**config.mk**
```make
export PLATFORM = sky130hd
export DESIGN_NAME = ps_system
export DESIGN_NICKNAME = d
export VERILOG_FILES = /design/src/common/ps_pkg.sv /design/src/rtl/gp_master.sv /design/src/rtl/gp_regs.sv /design/src/rtl/ps_system.sv /design/src/spi/spi_master.sv
export VERILOG_INCLUDE_DIRS = /design/src /design/src/common
export SDC_FILE = /design/constraint.sdc
export NUM_CORES = 1
export LEC_CHECK = 0
export BUFFER_PORTS_ARGS = -buffer_cell sky130_fd_sc_hd__buf_4
export CAP_MARGIN = 20
export CELL_PAD_IN_SITES_DETAIL_PLACEMENT = 1
export CELL_PAD_IN_SITES_GLOBAL_PLACEMENT = 2
export CORE_MARGIN = 5
export CORE_UTILIZATION = 42
export DETAILED_ROUTE_END_ITERATION = 10
export GPL_TIMING_DRIVEN = 0
export PLACE_DENSITY_LB_ADDON = 0.1
export SYNTH_ARGS = -nofsm -noshare
export SYNTH_HDL_FRONTEND = slang
export SYNTH_SLANG_ARGS = --single-unit
```
**constraint.sdc**
```tcl
create_clock -name clk -period 9.1 [get_ports clk]
set_input_delay 0.91 -clock clk [delete_from_list [all_inputs] [get_ports clk]]
set_output_delay 0.91 -clock clk [all_outputs]
set_load 0.01 [all_outputs]
```
**src/common/ps_defs.svh**
```systemverilog
`ifndef PS_DEFS_SVH
`define PS_DEFS_SVH

// bus widths
`define PS_ADDR_W 32
`define PS_DATA_W 32

// gpio pins
`define GPIO_W 24

// spi clock divider, half period is div+1 cycles
`define SPI_DIV_W   8
`define SPI_DIV_RST 3

// register map, byte offsets
`define REG_GPIO_OUT 32'h0000_0000
`define REG_GPIO_DIR 32'h0000_0004
`define REG_GPIO_IN  32'h0000_0008
`define REG_SPI_TX   32'h0000_0010
`define REG_SPI_STAT 32'h0000_0014
`define REG_SPI_RX   32'h0000_0018
`define REG_SPI_DIV  32'h0000_001C

`endif

```
**src/common/ps_pkg.sv**
```systemverilog
package ps_pkg;

  //////////////////////////////////////////////////////////////////////
  // host command
  //////////////////////////////////////////////////////////////////////

  // single access, read or write
  typedef enum logic [0:0] {
    OP_READ  = 1'b0,
    OP_WRITE = 1'b1
  } gp_op_e;

  // response codes as on the AXI B and R channels
  // exokay and decerr never produced here
  typedef enum logic [1:0] {
    RESP_OKAY   = 2'b00,
    RESP_SLVERR = 2'b10
  } gp_resp_e;

  //////////////////////////////////////////////////////////////////////
  // state machines
  //////////////////////////////////////////////////////////////////////

  // bus master, one transfer in flight at most
  typedef enum logic [1:0] {
    ST_IDLE  = 2'd0,
    ST_WRITE = 2'd1,
    ST_READ  = 2'd2
  } gp_state_e;

  // spi engine, low and high half of each sck period
  typedef enum logic [1:0] {
    SPI_IDLE = 2'd0,
    SPI_LOW  = 2'd1,
    SPI_HIGH = 2'd2
  } spi_state_e;

endpackage : ps_pkg

```
**src/rtl/gp_master.sv**
```systemverilog
`timescale 1ns/1ns
`include "ps_defs.svh"

module gp_master import ps_pkg::*; (
  input  logic                  clk,
  input  logic                  arst_n_i,
  // host command port
  input  logic                  cmd_valid_i,
  input  gp_op_e                cmd_op_i,
  input  logic [`PS_ADDR_W-1:0] cmd_addr_i,
  input  logic [`PS_DATA_W-1:0] cmd_wdata_i,
  output logic                  cmd_busy_o,
  output logic                  cmd_done_o,
  output gp_resp_e              cmd_resp_o,
  output logic [`PS_DATA_W-1:0] cmd_rdata_o,
  // write address, write data, write response
  output logic                  awvalid_o,
  output logic [`PS_ADDR_W-1:0] awaddr_o,
  input  logic                  awready_i,
  output logic                  wvalid_o,
  output logic [`PS_DATA_W-1:0] wdata_o,
  input  logic                  wready_i,
  input  logic                  bvalid_i,
  input  gp_resp_e              bresp_i,
  output logic                  bready_o,
  // read address, read data
  output logic                  arvalid_o,
  output logic [`PS_ADDR_W-1:0] araddr_o,
  input  logic                  arready_i,
  input  logic                  rvalid_i,
  input  logic [`PS_DATA_W-1:0] rdata_i,
  input  gp_resp_e              rresp_i,
  output logic                  rready_o
);

  gp_state_e state;
  logic      cmd_take;
  logic      aw_fire;
  logic      w_fire;
  logic      b_fire;
  logic      ar_fire;
  logic      r_fire;

  //////////////////////////////////////////////////////////////////////
  // handshakes
  //////////////////////////////////////////////////////////////////////

  assign cmd_take = (state == ST_IDLE) && cmd_valid_i;

  // beat moves when valid and ready meet
  assign aw_fire = awvalid_o && awready_i;
  assign w_fire  = wvalid_o && wready_i;
  assign b_fire  = bvalid_i && bready_o;
  assign ar_fire = arvalid_o && arready_i;
  assign r_fire  = rvalid_i && rready_o;

  // response channels always open while waiting
  assign bready_o = (state == ST_WRITE);
  assign rready_o = (state == ST_READ);

  // low again in the done cycle
  assign cmd_busy_o = (state != ST_IDLE);

  //////////////////////////////////////////////////////////////////////
  // control
  //////////////////////////////////////////////////////////////////////

  always_ff @(posedge clk or negedge arst_n_i) begin
    if (!arst_n_i) begin
      state      <= ST_IDLE;
      awvalid_o  <= 1'b0;
      wvalid_o   <= 1'b0;
      arvalid_o  <= 1'b0;
      cmd_done_o <= 1'b0;
    end else begin
      cmd_done_o <= 1'b0;
      case (state)
        ST_IDLE: begin
          if (cmd_valid_i) begin
            if (cmd_op_i == OP_WRITE) begin
              // address and data go out together
              state     <= ST_WRITE;
              awvalid_o <= 1'b1;
              wvalid_o  <= 1'b1;
            end else begin
              state     <= ST_READ;
              arvalid_o <= 1'b1;
            end
          end
        end
        ST_WRITE: begin
          // aw and w may be taken in either order
          if (aw_fire) begin
            awvalid_o <= 1'b0;
          end
          if (w_fire) begin
            wvalid_o <= 1'b0;
          end
          if (b_fire) begin
            state      <= ST_IDLE;
            cmd_done_o <= 1'b1;
          end
        end
        ST_READ: begin
          if (ar_fire) begin
            arvalid_o <= 1'b0;
          end
          if (r_fire) begin
            state      <= ST_IDLE;
            cmd_done_o <= 1'b1;
          end
        end
        default: begin
          state <= ST_IDLE;
        end
      endcase
    end
  end

  //////////////////////////////////////////////////////////////////////
  // payload and result
  //////////////////////////////////////////////////////////////////////

  always_ff @(posedge clk) begin
    // command fields held stable until accepted
    if (cmd_take) begin
      awaddr_o <= cmd_addr_i;
      araddr_o <= cmd_addr_i;
      wdata_o  <= cmd_wdata_i;
    end
    // result kept until the next done
    if (b_fire) begin
      cmd_resp_o  <= bresp_i;
      cmd_rdata_o <= '0;
    end
    if (r_fire) begin
      cmd_resp_o  <= rresp_i;
      cmd_rdata_o <= rdata_i;
    end
  end

  // host only issues while idle
  assert property (@(posedge clk) disable iff (!arst_n_i) cmd_valid_i |-> !cmd_busy_o);

endmodule : gp_master

```
**src/rtl/gp_regs.sv**
```systemverilog
`timescale 1ns/1ns
`include "ps_defs.svh"

module gp_regs import ps_pkg::*; (
  input  logic                  clk,
  input  logic                  arst_n_i,
  // write address, write data, write response
  input  logic                  awvalid_i,
  input  logic [`PS_ADDR_W-1:0] awaddr_i,
  output logic                  awready_o,
  input  logic                  wvalid_i,
  input  logic [`PS_DATA_W-1:0] wdata_i,
  output logic                  wready_o,
  output logic                  bvalid_o,
  output gp_resp_e              bresp_o,
  input  logic                  bready_i,
  // read address, read data
  input  logic                  arvalid_i,
  input  logic [`PS_ADDR_W-1:0] araddr_i,
  output logic                  arready_o,
  output logic                  rvalid_o,
  output logic [`PS_DATA_W-1:0] rdata_o,
  output gp_resp_e              rresp_o,
  input  logic                  rready_i,
  // gpio pins
  input  logic [`GPIO_W-1:0]    gpio_i,
  output logic [`GPIO_W-1:0]    gpio_o,
  output logic [`GPIO_W-1:0]    gpio_t_o,
  // spi engine
  output logic                  spi_start_o,
  output logic [7:0]            spi_tx_o,
  output logic [`SPI_DIV_W-1:0] spi_div_o,
  input  logic                  spi_busy_i,
  input  logic [7:0]            spi_rx_i
);

  logic [`GPIO_W-1:0]    gpio_out;
  logic [`GPIO_W-1:0]    gpio_dir;
  logic [`GPIO_W-1:0]    gpio_in_q;
  logic                  spi_active;
  logic                  wr_fire;
  logic                  rd_fire;
  logic                  tx_take;
  gp_resp_e              wr_resp;
  gp_resp_e              rd_resp;
  logic [`PS_DATA_W-1:0] rd_data;

  //////////////////////////////////////////////////////////////////////
  // handshakes
  //////////////////////////////////////////////////////////////////////

  // aw and w taken in the same cycle, only with no B waiting
  assign wr_fire   = awvalid_i && wvalid_i && !bvalid_o;
  assign awready_o = wr_fire;
  assign wready_o  = wr_fire;

  // one read response outstanding at most
  assign arready_o = !rvalid_o;
  assign rd_fire   = arvalid_i && arready_o;

  // start pulse counts as busy, engine flag follows one cycle later
  assign spi_active = spi_busy_i || spi_start_o;
  assign tx_take    = wr_fire && (awaddr_i == `REG_SPI_TX) && !spi_active;

  //////////////////////////////////////////////////////////////////////
  // address decode
  //////////////////////////////////////////////////////////////////////

  always_comb begin
    case (awaddr_i)
      // tx write while busy dropped, still okay
      `REG_GPIO_OUT, `REG_GPIO_DIR, `REG_SPI_TX, `REG_SPI_DIV: wr_resp = RESP_OKAY;
      // read-only or unmapped
      default: wr_resp = RESP_SLVERR;
    endcase
  end

  always_comb begin
    rd_resp = RESP_OKAY;
    rd_data = '0;
    case (araddr_i)
      `REG_GPIO_OUT: rd_data = {{(`PS_DATA_W-`GPIO_W){1'b0}}, gpio_out};
      `REG_GPIO_DIR: rd_data = {{(`PS_DATA_W-`GPIO_W){1'b0}}, gpio_dir};
      `REG_GPIO_IN:  rd_data = {{(`PS_DATA_W-`GPIO_W){1'b0}}, gpio_in_q};
      `REG_SPI_STAT: rd_data = {{(`PS_DATA_W-1){1'b0}}, spi_active};
      `REG_SPI_RX:   rd_data = {{(`PS_DATA_W-8){1'b0}}, spi_rx_i};
      `REG_SPI_DIV:  rd_data = {{(`PS_DATA_W-`SPI_DIV_W){1'b0}}, spi_div_o};
      // tx is write-only, falls through to error with zero data
      default:       rd_resp = RESP_SLVERR;
    endcase
  end

  //////////////////////////////////////////////////////////////////////
  // registers
  //////////////////////////////////////////////////////////////////////

  always_ff @(posedge clk or negedge arst_n_i) begin
    if (!arst_n_i) begin
      gpio_out    <= '0;
      gpio_dir    <= '0;
      spi_div_o   <= `SPI_DIV_W'(`SPI_DIV_RST);
      spi_start_o <= 1'b0;
      bvalid_o    <= 1'b0;
      rvalid_o    <= 1'b0;
    end else begin
      spi_start_o <= tx_take;
      if (wr_fire) begin
        case (awaddr_i)
          `REG_GPIO_OUT: gpio_out  <= wdata_i[`GPIO_W-1:0];
          `REG_GPIO_DIR: gpio_dir  <= wdata_i[`GPIO_W-1:0];
          `REG_SPI_DIV:  spi_div_o <= wdata_i[`SPI_DIV_W-1:0];
          default: ;
        endcase
      end
      // B and R held until the master takes them
      if (wr_fire) begin
        bvalid_o <= 1'b1;
      end else if (bready_i) begin
        bvalid_o <= 1'b0;
      end
      if (rd_fire) begin
        rvalid_o <= 1'b1;
      end else if (rready_i) begin
        rvalid_o <= 1'b0;
      end
    end
  end

  always_ff @(posedge clk) begin
    // pins sampled one cycle back
    gpio_in_q <= gpio_i;
    if (tx_take) begin
      spi_tx_o <= wdata_i[7:0];
    end
    if (wr_fire) begin
      bresp_o <= wr_resp;
    end
    if (rd_fire) begin
      rdata_o <= rd_data;
      rresp_o <= rd_resp;
    end
  end

  // dir bit set drives the pin
  assign gpio_o   = gpio_out;
  assign gpio_t_o = ~gpio_dir;

  // responses wait for the master without change
  assert property (@(posedge clk) disable iff (!arst_n_i)
    bvalid_o && !bready_i |=> bvalid_o && $stable(bresp_o));
  assert property (@(posedge clk) disable iff (!arst_n_i)
    rvalid_o && !rready_i |=> rvalid_o && $stable(rdata_o));

endmodule : gp_regs

```
**src/rtl/ps_system.sv**
```systemverilog
`timescale 1ns/1ns
`include "ps_defs.svh"

module ps_system import ps_pkg::*; (
  input  logic                  clk,
  input  logic                  arst_n_i,
  // host command port
  input  logic                  cmd_valid_i,
  input  gp_op_e                cmd_op_i,
  input  logic [`PS_ADDR_W-1:0] cmd_addr_i,
  input  logic [`PS_DATA_W-1:0] cmd_wdata_i,
  output logic                  cmd_busy_o,
  output logic                  cmd_done_o,
  output gp_resp_e              cmd_resp_o,
  output logic [`PS_DATA_W-1:0] cmd_rdata_o,
  // gpio
  input  logic [`GPIO_W-1:0]    gpio_i,
  output logic [`GPIO_W-1:0]    gpio_o,
  output logic [`GPIO_W-1:0]    gpio_t_o,
  // spi
  output logic                  spi_sck_o,
  output logic                  spi_mosi_o,
  input  logic                  spi_miso_i,
  output logic                  spi_ss_n_o
);

  //////////////////////////////////////////////////////////////////////
  // gp bus
  //////////////////////////////////////////////////////////////////////

  logic                  awvalid;
  logic [`PS_ADDR_W-1:0] awaddr;
  logic                  awready;
  logic                  wvalid;
  logic [`PS_DATA_W-1:0] wdata;
  logic                  wready;
  logic                  bvalid;
  gp_resp_e              bresp;
  logic                  bready;
  logic                  arvalid;
  logic [`PS_ADDR_W-1:0] araddr;
  logic                  arready;
  logic                  rvalid;
  logic [`PS_DATA_W-1:0] rdata;
  gp_resp_e              rresp;
  logic                  rready;

  // register block to spi engine
  logic                  spi_start;
  logic [7:0]            spi_tx;
  logic [`SPI_DIV_W-1:0] spi_div;
  logic                  spi_busy;
  logic [7:0]            spi_rx;

  gp_master u_gp_master (
    .clk         (clk),
    .arst_n_i    (arst_n_i),
    .cmd_valid_i (cmd_valid_i),
    .cmd_op_i    (cmd_op_i),
    .cmd_addr_i  (cmd_addr_i),
    .cmd_wdata_i (cmd_wdata_i),
    .cmd_busy_o  (cmd_busy_o),
    .cmd_done_o  (cmd_done_o),
    .cmd_resp_o  (cmd_resp_o),
    .cmd_rdata_o (cmd_rdata_o),
    .awvalid_o   (awvalid),
    .awaddr_o    (awaddr),
    .awready_i   (awready),
    .wvalid_o    (wvalid),
    .wdata_o     (wdata),
    .wready_i    (wready),
    .bvalid_i    (bvalid),
    .bresp_i     (bresp),
    .bready_o    (bready),
    .arvalid_o   (arvalid),
    .araddr_o    (araddr),
    .arready_i   (arready),
    .rvalid_i    (rvalid),
    .rdata_i     (rdata),
    .rresp_i     (rresp),
    .rready_o    (rready)
  );

  gp_regs u_gp_regs (
    .clk         (clk),
    .arst_n_i    (arst_n_i),
    .awvalid_i   (awvalid),
    .awaddr_i    (awaddr),
    .awready_o   (awready),
    .wvalid_i    (wvalid),
    .wdata_i     (wdata),
    .wready_o    (wready),
    .bvalid_o    (bvalid),
    .bresp_o     (bresp),
    .bready_i    (bready),
    .arvalid_i   (arvalid),
    .araddr_i    (araddr),
    .arready_o   (arready),
    .rvalid_o    (rvalid),
    .rdata_o     (rdata),
    .rresp_o     (rresp),
    .rready_i    (rready),
    .gpio_i      (gpio_i),
    .gpio_o      (gpio_o),
    .gpio_t_o    (gpio_t_o),
    .spi_start_o (spi_start),
    .spi_tx_o    (spi_tx),
    .spi_div_o   (spi_div),
    .spi_busy_i  (spi_busy),
    .spi_rx_i    (spi_rx)
  );

  //////////////////////////////////////////////////////////////////////
  // spi
  //////////////////////////////////////////////////////////////////////

  spi_master u_spi_master (
    .clk      (clk),
    .arst_n_i (arst_n_i),
    .start_i  (spi_start),
    .tx_i     (spi_tx),
    .div_i    (spi_div),
    .busy_o   (spi_busy),
    .rx_o     (spi_rx),
    .sck_o    (spi_sck_o),
    .mosi_o   (spi_mosi_o),
    .miso_i   (spi_miso_i),
    .ss_n_o   (spi_ss_n_o)
  );

endmodule : ps_system

```
**src/spi/spi_master.sv**
```systemverilog
`timescale 1ns/1ns
`include "ps_defs.svh"

module spi_master import ps_pkg::*; (
  input  logic                  clk,
  input  logic                  arst_n_i,
  // control from the register block
  input  logic                  start_i,
  input  logic [7:0]            tx_i,
  input  logic [`SPI_DIV_W-1:0] div_i,
  output logic                  busy_o,
  output logic [7:0]            rx_o,
  // spi pins, mode 0
  output logic                  sck_o,
  output logic                  mosi_o,
  input  logic                  miso_i,
  output logic                  ss_n_o
);

  spi_state_e            state;
  logic [`SPI_DIV_W-1:0] div_q;
  logic [`SPI_DIV_W-1:0] cnt;
  logic [2:0]            bit_cnt;
  logic [7:0]            shreg;
  logic                  miso_q;
  logic                  phase_end;

  // each sck half lasts div+1 cycles
  assign phase_end = (cnt == div_q);

  //////////////////////////////////////////////////////////////////////
  // sequencer
  //////////////////////////////////////////////////////////////////////

  always_ff @(posedge clk or negedge arst_n_i) begin
    if (!arst_n_i) begin
      state   <= SPI_IDLE;
      cnt     <= '0;
      bit_cnt <= '0;
      ss_n_o  <= 1'b1;
      rx_o    <= '0;
    end else begin
      case (state)
        SPI_IDLE: begin
          if (start_i) begin
            state   <= SPI_LOW;
            cnt     <= '0;
            bit_cnt <= '0;
            ss_n_o  <= 1'b0;
          end
        end
        SPI_LOW: begin
          if (phase_end) begin
            cnt   <= '0;
            state <= SPI_HIGH;
          end else begin
            cnt <= cnt + 1'b1;
          end
        end
        SPI_HIGH: begin
          if (phase_end) begin
            cnt <= '0;
            if (bit_cnt == 3'd7) begin
              // last bit, release the slave
              state  <= SPI_IDLE;
              ss_n_o <= 1'b1;
              rx_o   <= {shreg[6:0], miso_q};
            end else begin
              bit_cnt <= bit_cnt + 1'b1;
              state   <= SPI_LOW;
            end
          end else begin
            cnt <= cnt + 1'b1;
          end
        end
        default: begin
          state  <= SPI_IDLE;
          ss_n_o <= 1'b1;
        end
      endcase
    end
  end

  //////////////////////////////////////////////////////////////////////
  // data path
  //////////////////////////////////////////////////////////////////////

  always_ff @(posedge clk) begin
    if (state == SPI_IDLE && start_i) begin
      // divider frozen for the whole byte
      shreg <= tx_i;
      div_q <= div_i;
    end
    // sample on rising sck
    if (state == SPI_LOW && phase_end) begin
      miso_q <= miso_i;
    end
    // shift on falling sck, msb first
    if (state == SPI_HIGH && phase_end) begin
      shreg <= {shreg[6:0], miso_q};
    end
  end

  assign busy_o = (state != SPI_IDLE);
  assign sck_o  = (state == SPI_HIGH);
  // mosi parked low between transfers
  assign mosi_o = busy_o && shreg[7];

  // select tracks the transfer window
  assert property (@(posedge clk) disable iff (!arst_n_i) ss_n_o == !busy_o);

endmodule : spi_master

```
---- Word level (Yosys, flattened, before mapping) ----
Cells that the tools add are included.
word-level totals
  bits of input ports ..................... 93
  output and inout bits ................... 87
  logic and storage cells ................. 150
  register bits ........................... 262
operators by class
  reduce and logical (&&, ||, !) cells .... 46
  add/sub/neg operators ................... 2
  equal/unequal tests ..................... 25
  muxes and demuxes ....................... 47
  bitwise logic cells ..................... 2
operator list
  cell                                                    count
  one-hot mux 24 bit (6 select lines)                     1
  == test 32 x 5 -> 1 bit (second input constant)         4
  two-way mux 32 bit                                      2
  == test 32 x 3 -> 1 bit (second input constant)         1
  == test 32 x 4 -> 1 bit (second input constant)         1
  logical NOT 32 bit                                      1
  two-way mux 8 bit                                       4
  inverter 24 bit                                         1
  two-way mux 2 bit                                       11
  inequality test 2 bit (second input constant)           10
  AND reduction 4 bit                                     5
  nonzero test 2 bit                                      10
  two-way mux 1 bit                                       17
  one-hot mux 8 bit (2 select lines)                      1
  logical AND 1 bit                                       14
  one-hot mux 2 bit (3 select lines)                      2
  two-way mux 3 bit                                       3
  AND reduction 3 bit                                     3
  adder 8 x 1 -> 8 bit (second input constant)            1
  == test 8 bit                                           1
  one-hot mux 1 bit (2 select lines)                      4
  AND reduction 2 bit                                     4
  inequality test 2 x 1 -> 1 bit (second input constant)  3
  one-hot mux 3 bit (2 select lines)                      1
  other kinds (12)                                        17

---- Depth between registers and ports, before layout ----
Gate-level depths: netlist of the first run.
  depth in word-level cells ............... 5
  mapped depth ............................ 7
  gate-level depth less buffers ........... 6

---- Cells and area by module ----
Synthesis of the first run repeated with hierarchy kept, for this count alone.
unflattened totals
  cells, all modules ...................... 711
  area, all modules ....................... 10617.7 µm²
modules (own cells, without submodules)
  module      cells an instance  area each (µm²)  instances  sequential area each (µm²)
  gp_regs     342                4828.4           1          2980.4
  gp_master   211                3833.7           1          3093.0
  spi_master  158                1955.6           1          1062.3

---- Worst setup path after synthesis of the first run ----
OpenSTA, ideal clock, no wires.
  path kind ............................... in2reg
  from .................................... input port cmd_valid_i
  to ...................................... register u_gp_master.awvalid_o
  data required time ...................... 9.011 ns
  setup time .............................. 0.089 ns
  path slack .............................. 5.151 ns
  stages .................................. 4
  path buffers ............................ 0
  data arrival time ....................... 3.860 ns
  cell sequence ........................... inv_1 > nor2_1 > a21oi_1 > o22ai_1
on the way
  cells in the longest elaborated chain, start to end .. 2
RTL lines
  item                             line             RTL
  from (decl)                      ps_system.sv:8   input logic cmd_valid_i,
  inequality test 2 bit (no line)  n/a
  AND reduction 4 bit (no line)    n/a
  to (signal assigned)             gp_master.sv:71  awvalid_o <= 1'b0;
  to (signal assigned)             gp_master.sv:83  awvalid_o <= 1'b1;
  to (signal assigned)             gp_master.sv:94  awvalid_o <= 1'b0;
  to (decl)                        gp_master.sv:17  output logic awvalid_o,
No other way between the ends.
A chain may end at the register's enable or synchronous reset.

---- Final worst setup path of the first run ----
  from .................................... register u_gp_master.awaddr_o[13]
  to ...................................... register u_gp_regs.spi_tx_o[2], enable pin
on the way
  cells in the longest elaborated chain, start to end .. 3
RTL lines
  item                               line              RTL
  from (decl)                        gp_master.sv:18   output logic [`PS_ADDR_W-1:0] awaddr_o,
  from (signal assigned)             gp_master.sv:127  awaddr_o <= cmd_addr_i;
  == test 32 x 5 -> 1 bit (no line)  n/a
  logical AND 1 bit (2 in a row)     gp_regs.sv:63     assign tx_take = wr_fire && (awaddr_i == `REG_SPI_TX) && !spi_active;
  via u_gp_regs.tx_take              gp_regs.sv:43     logic tx_take;
  to (signal assigned)               gp_regs.sv:133    spi_tx_o <= wdata_i[7:0];
  to (decl)                          gp_regs.sv:31     output logic [7:0] spi_tx_o,
The timed path passes the listed nets, and every way through them passes these cells.

==> results.yml, run 1 <==
route:
  wl_per_cell_um: 21.0
  first_iter_violations: 210
  first_pass_iters: 4
  avgViaCountPerCell: 5.18
  totalWireLength_um: 24200
  via_count: 5971
  ant_nets: 0
  drc_errors: 0
setup_path:
  critical-path-top-delay-family: "simple AND/OR/NAND/NOR gates"
  crit_type: "reg -> reg"
  cpPeakStageDelay_ps: 560
  crit_slowest_cell: "nor4_2"
  worstPathRequired_ps: 9330
  end_kind: "flip-flop"
  start_kind: "flip-flop"
  cp_cell_sequence: "nor4_1 -> nand4_2 -> or2_2 -> clkbuf_1 -> nor4_2 -> buf_4"
  crit_arrival_ps: 3210
  cp_num_buf_inv: 2
  path_max_fanout: 9
cells_and_area:
  syn_to_final_growth_pct: 26.0
  drive_gt1_share_pct: 32.8
  fin_cells: 1152
  fin_util_pct: 53.8
  diodes: 0
  fillCellCount: 2240
  final_nets: 949
min_path:
  hold_path_class: "in -> async"
yosys:
  yosys_warnings: 0
  synth_cell_type_count: 56
  yosysTopAreaCell: "edfxtp_1"
  yosysSeqAreaShare_pct: 68.4
  avgSynthCellArea_sq_um: 15.1
  synthTopCellsByArea: "edfxtp_1, dfrtp_1, dfxtp_1"
  synth_top_area_share_pct: 40.9
  synth-edff-count: 132
  syn-cell-area_sq_um: 9690
  async_flop_share_pct: 35.8
  synth_cells: 641
  ys_ff_latch: 243
  synthFlopType: "edfxtp_1"
grt:
  antenna_found_initial: 1
  grt_pass1_vias: 6683
  grtUsageTotal_pct: 18.3
  grt_max_degree: 48
  grt_pass1_wl_um: 38000
  gr-total-overflow: 0
pwr:
  switching_power_w: 0.000770
  swShare_pct: 26.8
  pwr-share-seq_pct: 49.7
  power_frac_clock_pct: 34.6
  power_density_nw_per_um2: 235
  totalPowerFinal_w: 0.00287
  comb_power_share_pct: 15.7
  vdd_drop_max_mv: 0.181
  internal_power_w: 0.00210
  p_leak_nw: 5.24
floorplanning:
  ioPinCount: 180
  rows: 55
  die-area_sq_um: 26200
  die_h_um: 162
  core-area_sq_um: 22700
  initial_core_util_pct: 42.7
  dieWidth_um: 162
sta:
  finalHoldViolCount: 0
  skew_ps: 30.8
  finalSetupViolations: 0
  fin_crit_sh_pct: 32.8
  rsz0062_at_grt: "false"
  slew_headroom_pct: 33.3
  timing.fmax_mhz: 336
  min_period_ps: 2980
  slew_violations: 0
  fin_setup_tns_ps: 0
  tightest_slew_ps: 998
place:
  dp.cells: 1100
  dp_hpwl_um: 17700
  io_buffers: 162
  gp_congestion: 0.776
clocking:
  cts_tree: "built"
  cts_resized: 0
  clockBufferDepth: 3
  htree_num_levels: 1
  hold_buffers: 0
  cts_buffers: 27
  clock_latency_ps: 550
  postCtsSetupBuffers: 0
  clkTransAtPathRegs_ps: 60
  cts_root_buf: "clkbuf_16"
  cts_sinks: 243
job:
  cap_viol_max_count: 0
status:
  outcome: "complete, no violations"
sequential cells by signal (all words and copies together), names as in the netlist, 24 cells and up:
| register | flops |
|---|---|
| u_gp_regs.rdata_o | 24 |
| u_gp_regs.gpio_in_q | 24 |
| u_gp_master.wdata_o | 24 |
| u_gp_regs.gpio_o | 24 |
| u_gp_regs.gpio_dir | 24 |
| u_gp_master.awaddr_o | 32 |
| u_gp_master.cmd_rdata_o | 24 |
synth_stat cells (3+ instances only):
cell / instances
nand3_1: 7
inv_1: 41
clkbuf_1: 16
nor2_1: 16
buf_1: 3
o2bb2ai_2: 10
a21oi_1: 19
nor4_2: 4
edfxtp_1: 132
nor4b_1: 3
o22ai_1: 9
nor4_1: 6
a31oi_1: 3
buf_4: 12
nand3b_1: 3
nor3_1: 5
or3_1: 3
dfstp_2: 3
o2bb2ai_1: 6
and2_1: 4
mux2_1: 36
and3_1: 26
nand2b_1: 3
mux2i_1: 32
dfxtp_1: 24
buf_6: 4
o21ai_0: 14
ha_1: 10
o211ai_1: 3
nand4_1: 4
dfrtp_1: 84
mux2_2: 37
nand2_1: 15
xnor2_1: 13
nor2b_1: 3
layout by cell type, fill, tap and decap left out, types with 7 or more instances in the layout:
cell type / n
a21oi_1: 19
and3_1: 26
buf_4: 175
clkbuf_1: 30
clkbuf_16: 27
conb_1: 9
dfrtp_1: 84
dfxtp_1: 24
edfxtp_1: 132
ha_1: 10
inv_1: 41
mux2_1: 36
mux2_2: 37
mux2i_1: 32
nand2_1: 15
nand3_1: 7
nor2_1: 15
o21ai_0: 14
o22ai_1: 9
o2bb2ai_2: 10
xnor2_1: 13
cells by family (layout without fill, tap and decap cells):
| family | after synthesis | after routing | share of synthesized area, % |
|---|---|---|---|
| DFF | 243 | 243 | 68.4 |
| and+or+nand+nor | 114 | 114 | 7.59 |
| muxes | 105 | 105 | 11.8 |
| buffers and inverters | 78 | 296 | 3.82 |
| AOI/OAI and AO/OA | 77 | 77 | 5.91 |
| xor gates and xnor gates | 13 | 13 | 1.18 |
| adders and majority gates | 10 | 10 | 1.29 |
| other | 1 | 9 | 0.0387 |
per-layer routing:
layer / track usage [%] / up-vias / wire length (um)
met1: 23.9 / 2998 / 10200
met3: 4.64 / 37 / 1520
met4: 4.31 / 2 / 569
met2: 31.0 / 162 / 11800
met5: 0 / - / 20
li1: - / 2772 / -
through the flow:
step | setup WS (ps) | area, sq um | hold WS (ps)
2_1_floorplan | 5150 | 9720 | 442
4_1_cts | 6060 | 12200 | 397
3_3_place_gp | 3630 | 11300 | 469
6_report | 6120 | 12200 | 383
3_5_place_dp | 6090 | 11400 | 475
5_1_grt | 5900 | 12200 | 423
worst paths after layout:
path | startpoint | to | slack (ps) | cells past startpoint
worst max-delay path | u_gp_master.awaddr_o[13] | u_gp_regs.spi_tx_o[2] | 6120 | 6
worst min-delay path | arst_n_i | u_spi_master.bit_cnt[2] | 380 | 1
worst max register to register | u_gp_master.awaddr_o[13] | u_gp_regs.spi_tx_o[2] | 6120 | 6
worst min register to register | u_gp_master.wdata_o[22] | u_gp_regs.gpio_dir[22] | 490 | 1
max in group asynchronous | arst_n_i | u_gp_regs.spi_div_o[0] | 8020 | 2
min in group clk | gpio_i[3] | u_gp_regs.gpio_in_q[3] | 460 | 1
power groups by stage:
| stage | combinational, W | sequential [W] | clock (W) |
|---|---|---|---|
| global placement | 0.000406 | 0.00145 | 0 |
| global route | 0.000490 | 0.00144 | 0.00107 |
| CTS | 0.000442 | 0.00143 | 0.00102 |
| finish | 0.000451 | 0.00142 | 0.000993 |
| detailed placement | 0.000440 | 0.00145 | 0 |
| floorplan | 0.000184 | 0.00146 | 0 |
cell type report:
cell class | count | area, sq um | share of cell area, %
Multi-Input combinational cell | 328 | 2740 | 22.4
Clock buffer | 42 | 742 | 6.08
Clock inverter | 8 | 55.1 | 0.451
Sequential cell | 243 | 6630 | 54.3
Timing Repair Buffer | 168 | 1320 | 10.8
Tap cell | 285 | 357 | 2.92
Inverter | 41 | 154 | 1.26
Buffer | 37 | 216 | 1.77
Note: power is estimated with default switching activity, not from simulation.
==> inputs of run 2 (changes only) <==
Settings changed: ABC_AREA set to 1, CORE_UTILIZATION 42 to 36.
Clock period 9.1 ns to 3.08 ns, I/O delays scaled along.
==> results.yml, run 2 <==
status:
  outcome: "complete, no violations"
yosys:
  synth_compound_area_share_pct: 6.64
  synth-edff-count: 132
  synthXorXnorAreaFrac_pct: 0.443
  synth.cells.most_frequent: "nand2_1, edfxtp_1, inv_1, dfrtp_1, nor2_1"
  yosysSeqAreaShare_pct: 67.1
  yosys_warnings: 0
  synth.most_common_cell: "nand2_1"
  muxShareOfSynthArea_pct: 0
  synth_adder_area_share_pct: 1.27
  syn-cell-area_sq_um: 9880
  synthTopCellsByArea: "edfxtp_1, dfrtp_1, nand2_1"
  async_flop_share_pct: 35.8
  synthSimpleGateAreaFrac_pct: 17.3
  yosysTopAreaCell: "edfxtp_1"
  ys_ff_latch: 243
  synth_cell_type_count: 39
  synth_top_family_by_area: "simple AND/OR/NAND/NOR gates"
  synth_top_area_share_pct: 40.1
  synthFlopType: "edfxtp_1"
  avgSynthCellArea_sq_um: 10.9
  synth_cells: 904
grt:
  gr-total-overflow: 0
  grt_pass1_wl_um: 45100
  grt_use_met2_pct: 31.6
  grt-busiest-layer: "met2"
  grt_use_met1_pct: 24.5
  met3_usage_pct: 4.35
  grtUsageTotal_pct: 18.6
  antenna_found_initial: 3
  grt_max_degree: 55
  grt_pass1_vias: 7899
clocking:
  postCtsSetupBuffers: 0
  cts_buffers: 28
  cts_tree: "built"
  clkTransAtPathRegs_ps: 60
  cts_sinks: 243
  cts_root_buf: "clkbuf_16"
  clock_latency_ps: 540
  clockBufferDepth: 3
  cts_resized: 0
  htree_num_levels: 1
pwr:
  p_leak_nw: 5.99
  power_density_nw_per_um2: 645
  totalPowerFinal_w: 0.00863
  vdd_drop_max_mv: 0.474
sta:
  min_period_ps: 2700
  finalSetupViolations: 0
  fin_crit_sh_pct: 87.5
  slew_headroom_pct: 60.0
  slew_violations: 0
  rsz0062_at_grt: "false"
  timing.fmax_mhz: 371
  tightest_slew_ps: 596
  finalHoldViolCount: 0
  skew_ps: 12.7
route:
  ant_nets: 0
  avgViaCountPerCell: 4.59
  first_pass_iters: 4
  drc_errors: 0
  via_count: 7136
  first_iter_violations: 350
  wl_per_cell_um: 18.1
  totalWireLength_um: 28200
place:
  gp_congestion: 0.771
  io_buffers: 162
  placed_area_sq_um: 11600
  dp_hpwl_um: 20100
cells_and_area:
  fin_util_pct: 49.6
  syn_to_final_growth_pct: 35.4
  final_common_cell: "nand2_1"
  largest_register_ffs: 32
  final_nets: 1295
  design_area_sq_um: 13400
  regMostFlops: "u_gp_master.awaddr_o"
  drive_gt1_share_pct: 25.6
  layout_common_cells: "nand2_1, buf_4, edfxtp_1"
floorplanning:
  die_h_um: 176
  core-area_sq_um: 27000
  rows: 60
  initial_core_util_pct: 36.6
  dieWidth_um: 176
  ioPinCount: 180
  die-area_sq_um: 30800
setup_path:
  reg2reg_setup_slack_ps: 380
  end_kind: "flip-flop"
  cp_num_buf_inv: 3
  crit_slowest_cell: "nor3_1"
  crit_type: "reg -> reg"
  cp_cell_sequence: "nor2_1 -> inv_1 -> nor2_1 -> nand2_1 -> nor2_4 -> buf_4 -> nand2_1 -> nor3_1 -> buf_2"
  path_max_fanout: 10
  crit_arrival_ps: 2930
  critical-path-top-delay-family: "simple AND/OR/NAND/NOR gates"
  cpPeakStageDelay_ps: 490
  r2r_cells: 9
  worstPathRequired_ps: 3320
  start_kind: "flip-flop"
  critical_path_cell_count: 9
min_path:
  hold_path_class: "in -> reg"
  hold_depth: 4
job:
  cap_viol_max_count: 0
-- run 2: cell types whose count changed after synthesis, sizes merged, moves of 10 or more --
cell,before,now
nand2,15,243
inv,41,128
mux2,73,0
nor2,16,80
o21ai,15,68
nand3,7,56
mux2i,32,0
and3,26,1
o2bb2ai,16,0
a21oi,19,5
o211ai,3,16
clkbuf,16,4
nor4,12,0
xnor2,13,3
-- run 2: cell type report --
class	count	area (sq um)
antenna	1	2.50
buffer	33	225
clock buffer	42	805
clock inverter	10	76.3
fill	2919	13600
inverter	128	488
multi-input combinational	508	2570
sequential	243	6630
tap	341	427
timing repair buffer	250	2150
-- run 2: through the flow --
stage	setup WS (ps)	hold slack [ps]	std cells	TNS, ps
2_1_floorplan	827	12.4	912	0
3_3_place_gp	-4.45	413	1415	-31.3
3_5_place_dp	348	317	1419	0
4_1_cts	348	255	1554	0
5_1_grt	137	301	1556	0
6_report	384	284	1556	0
-- run 2: worst min-delay path, cell delays in order --
cell,delay [ps]
buf_4,100
o221ai_1,190
nand2_1,110
o31ai_1,60
-- run 2: power by group --
part / total [W] / switching [W] / internal, W
sequential: 0.00415 / 0.000175 / 0.00397
clock: 0.00318 / 0.00130 / 0.00188
combinational: 0.00131 / 0.000790 / 0.000517
total: 0.00863 / 0.00226 / 0.00637
-- run 2: layer usage --
layer | vias to the layer above | part of all wire, %
met5 | - | 0.046
met2 | 156 | 48
met3 | 37 | 5.8
met4 | 2 | 2.1
li1 | 3492 | -
met1 | 3449 | 44
-- run 2: worst paths after layout --
kind,startpoint,to
setup reg to reg,u_gp_master.awaddr_o[7],u_gp_regs.spi_tx_o[4]
min in group asynchronous,arst_n_i,u_spi_master.bit_cnt[0]
hold / removal,cmd_valid_i,u_gp_master.state[1]
hold reg to reg,u_spi_master.ss_n_o,u_spi_master.ss_n_o
max in group asynchronous,arst_n_i,u_gp_regs.spi_div_o[0]
setup / recovery,u_gp_master.awaddr_o[7],u_gp_regs.spi_tx_o[4]
-- run 2: kinds of logic (layout without fill, tap and decap cells) --
| logic type | Yosys count | count (layout) |
|---|---|---|
| AND/OR/NAND/NOR | 391 | 391 |
| flip-flops | 243 | 243 |
| buffers and inverters | 161 | 463 |
| AO/OA/AOI/OAI | 93 | 93 |
| adder cells (fa/ha/maj) | 10 | 10 |
| XOR/XNOR | 5 | 5 |
| other | 1 | 10 |
-- run 2: what timing repair did --
item,4_1_cts,5_1_grt
hold buffers,83,0
hold endpoints to repair,115,0
setup endpoints to repair,0,0
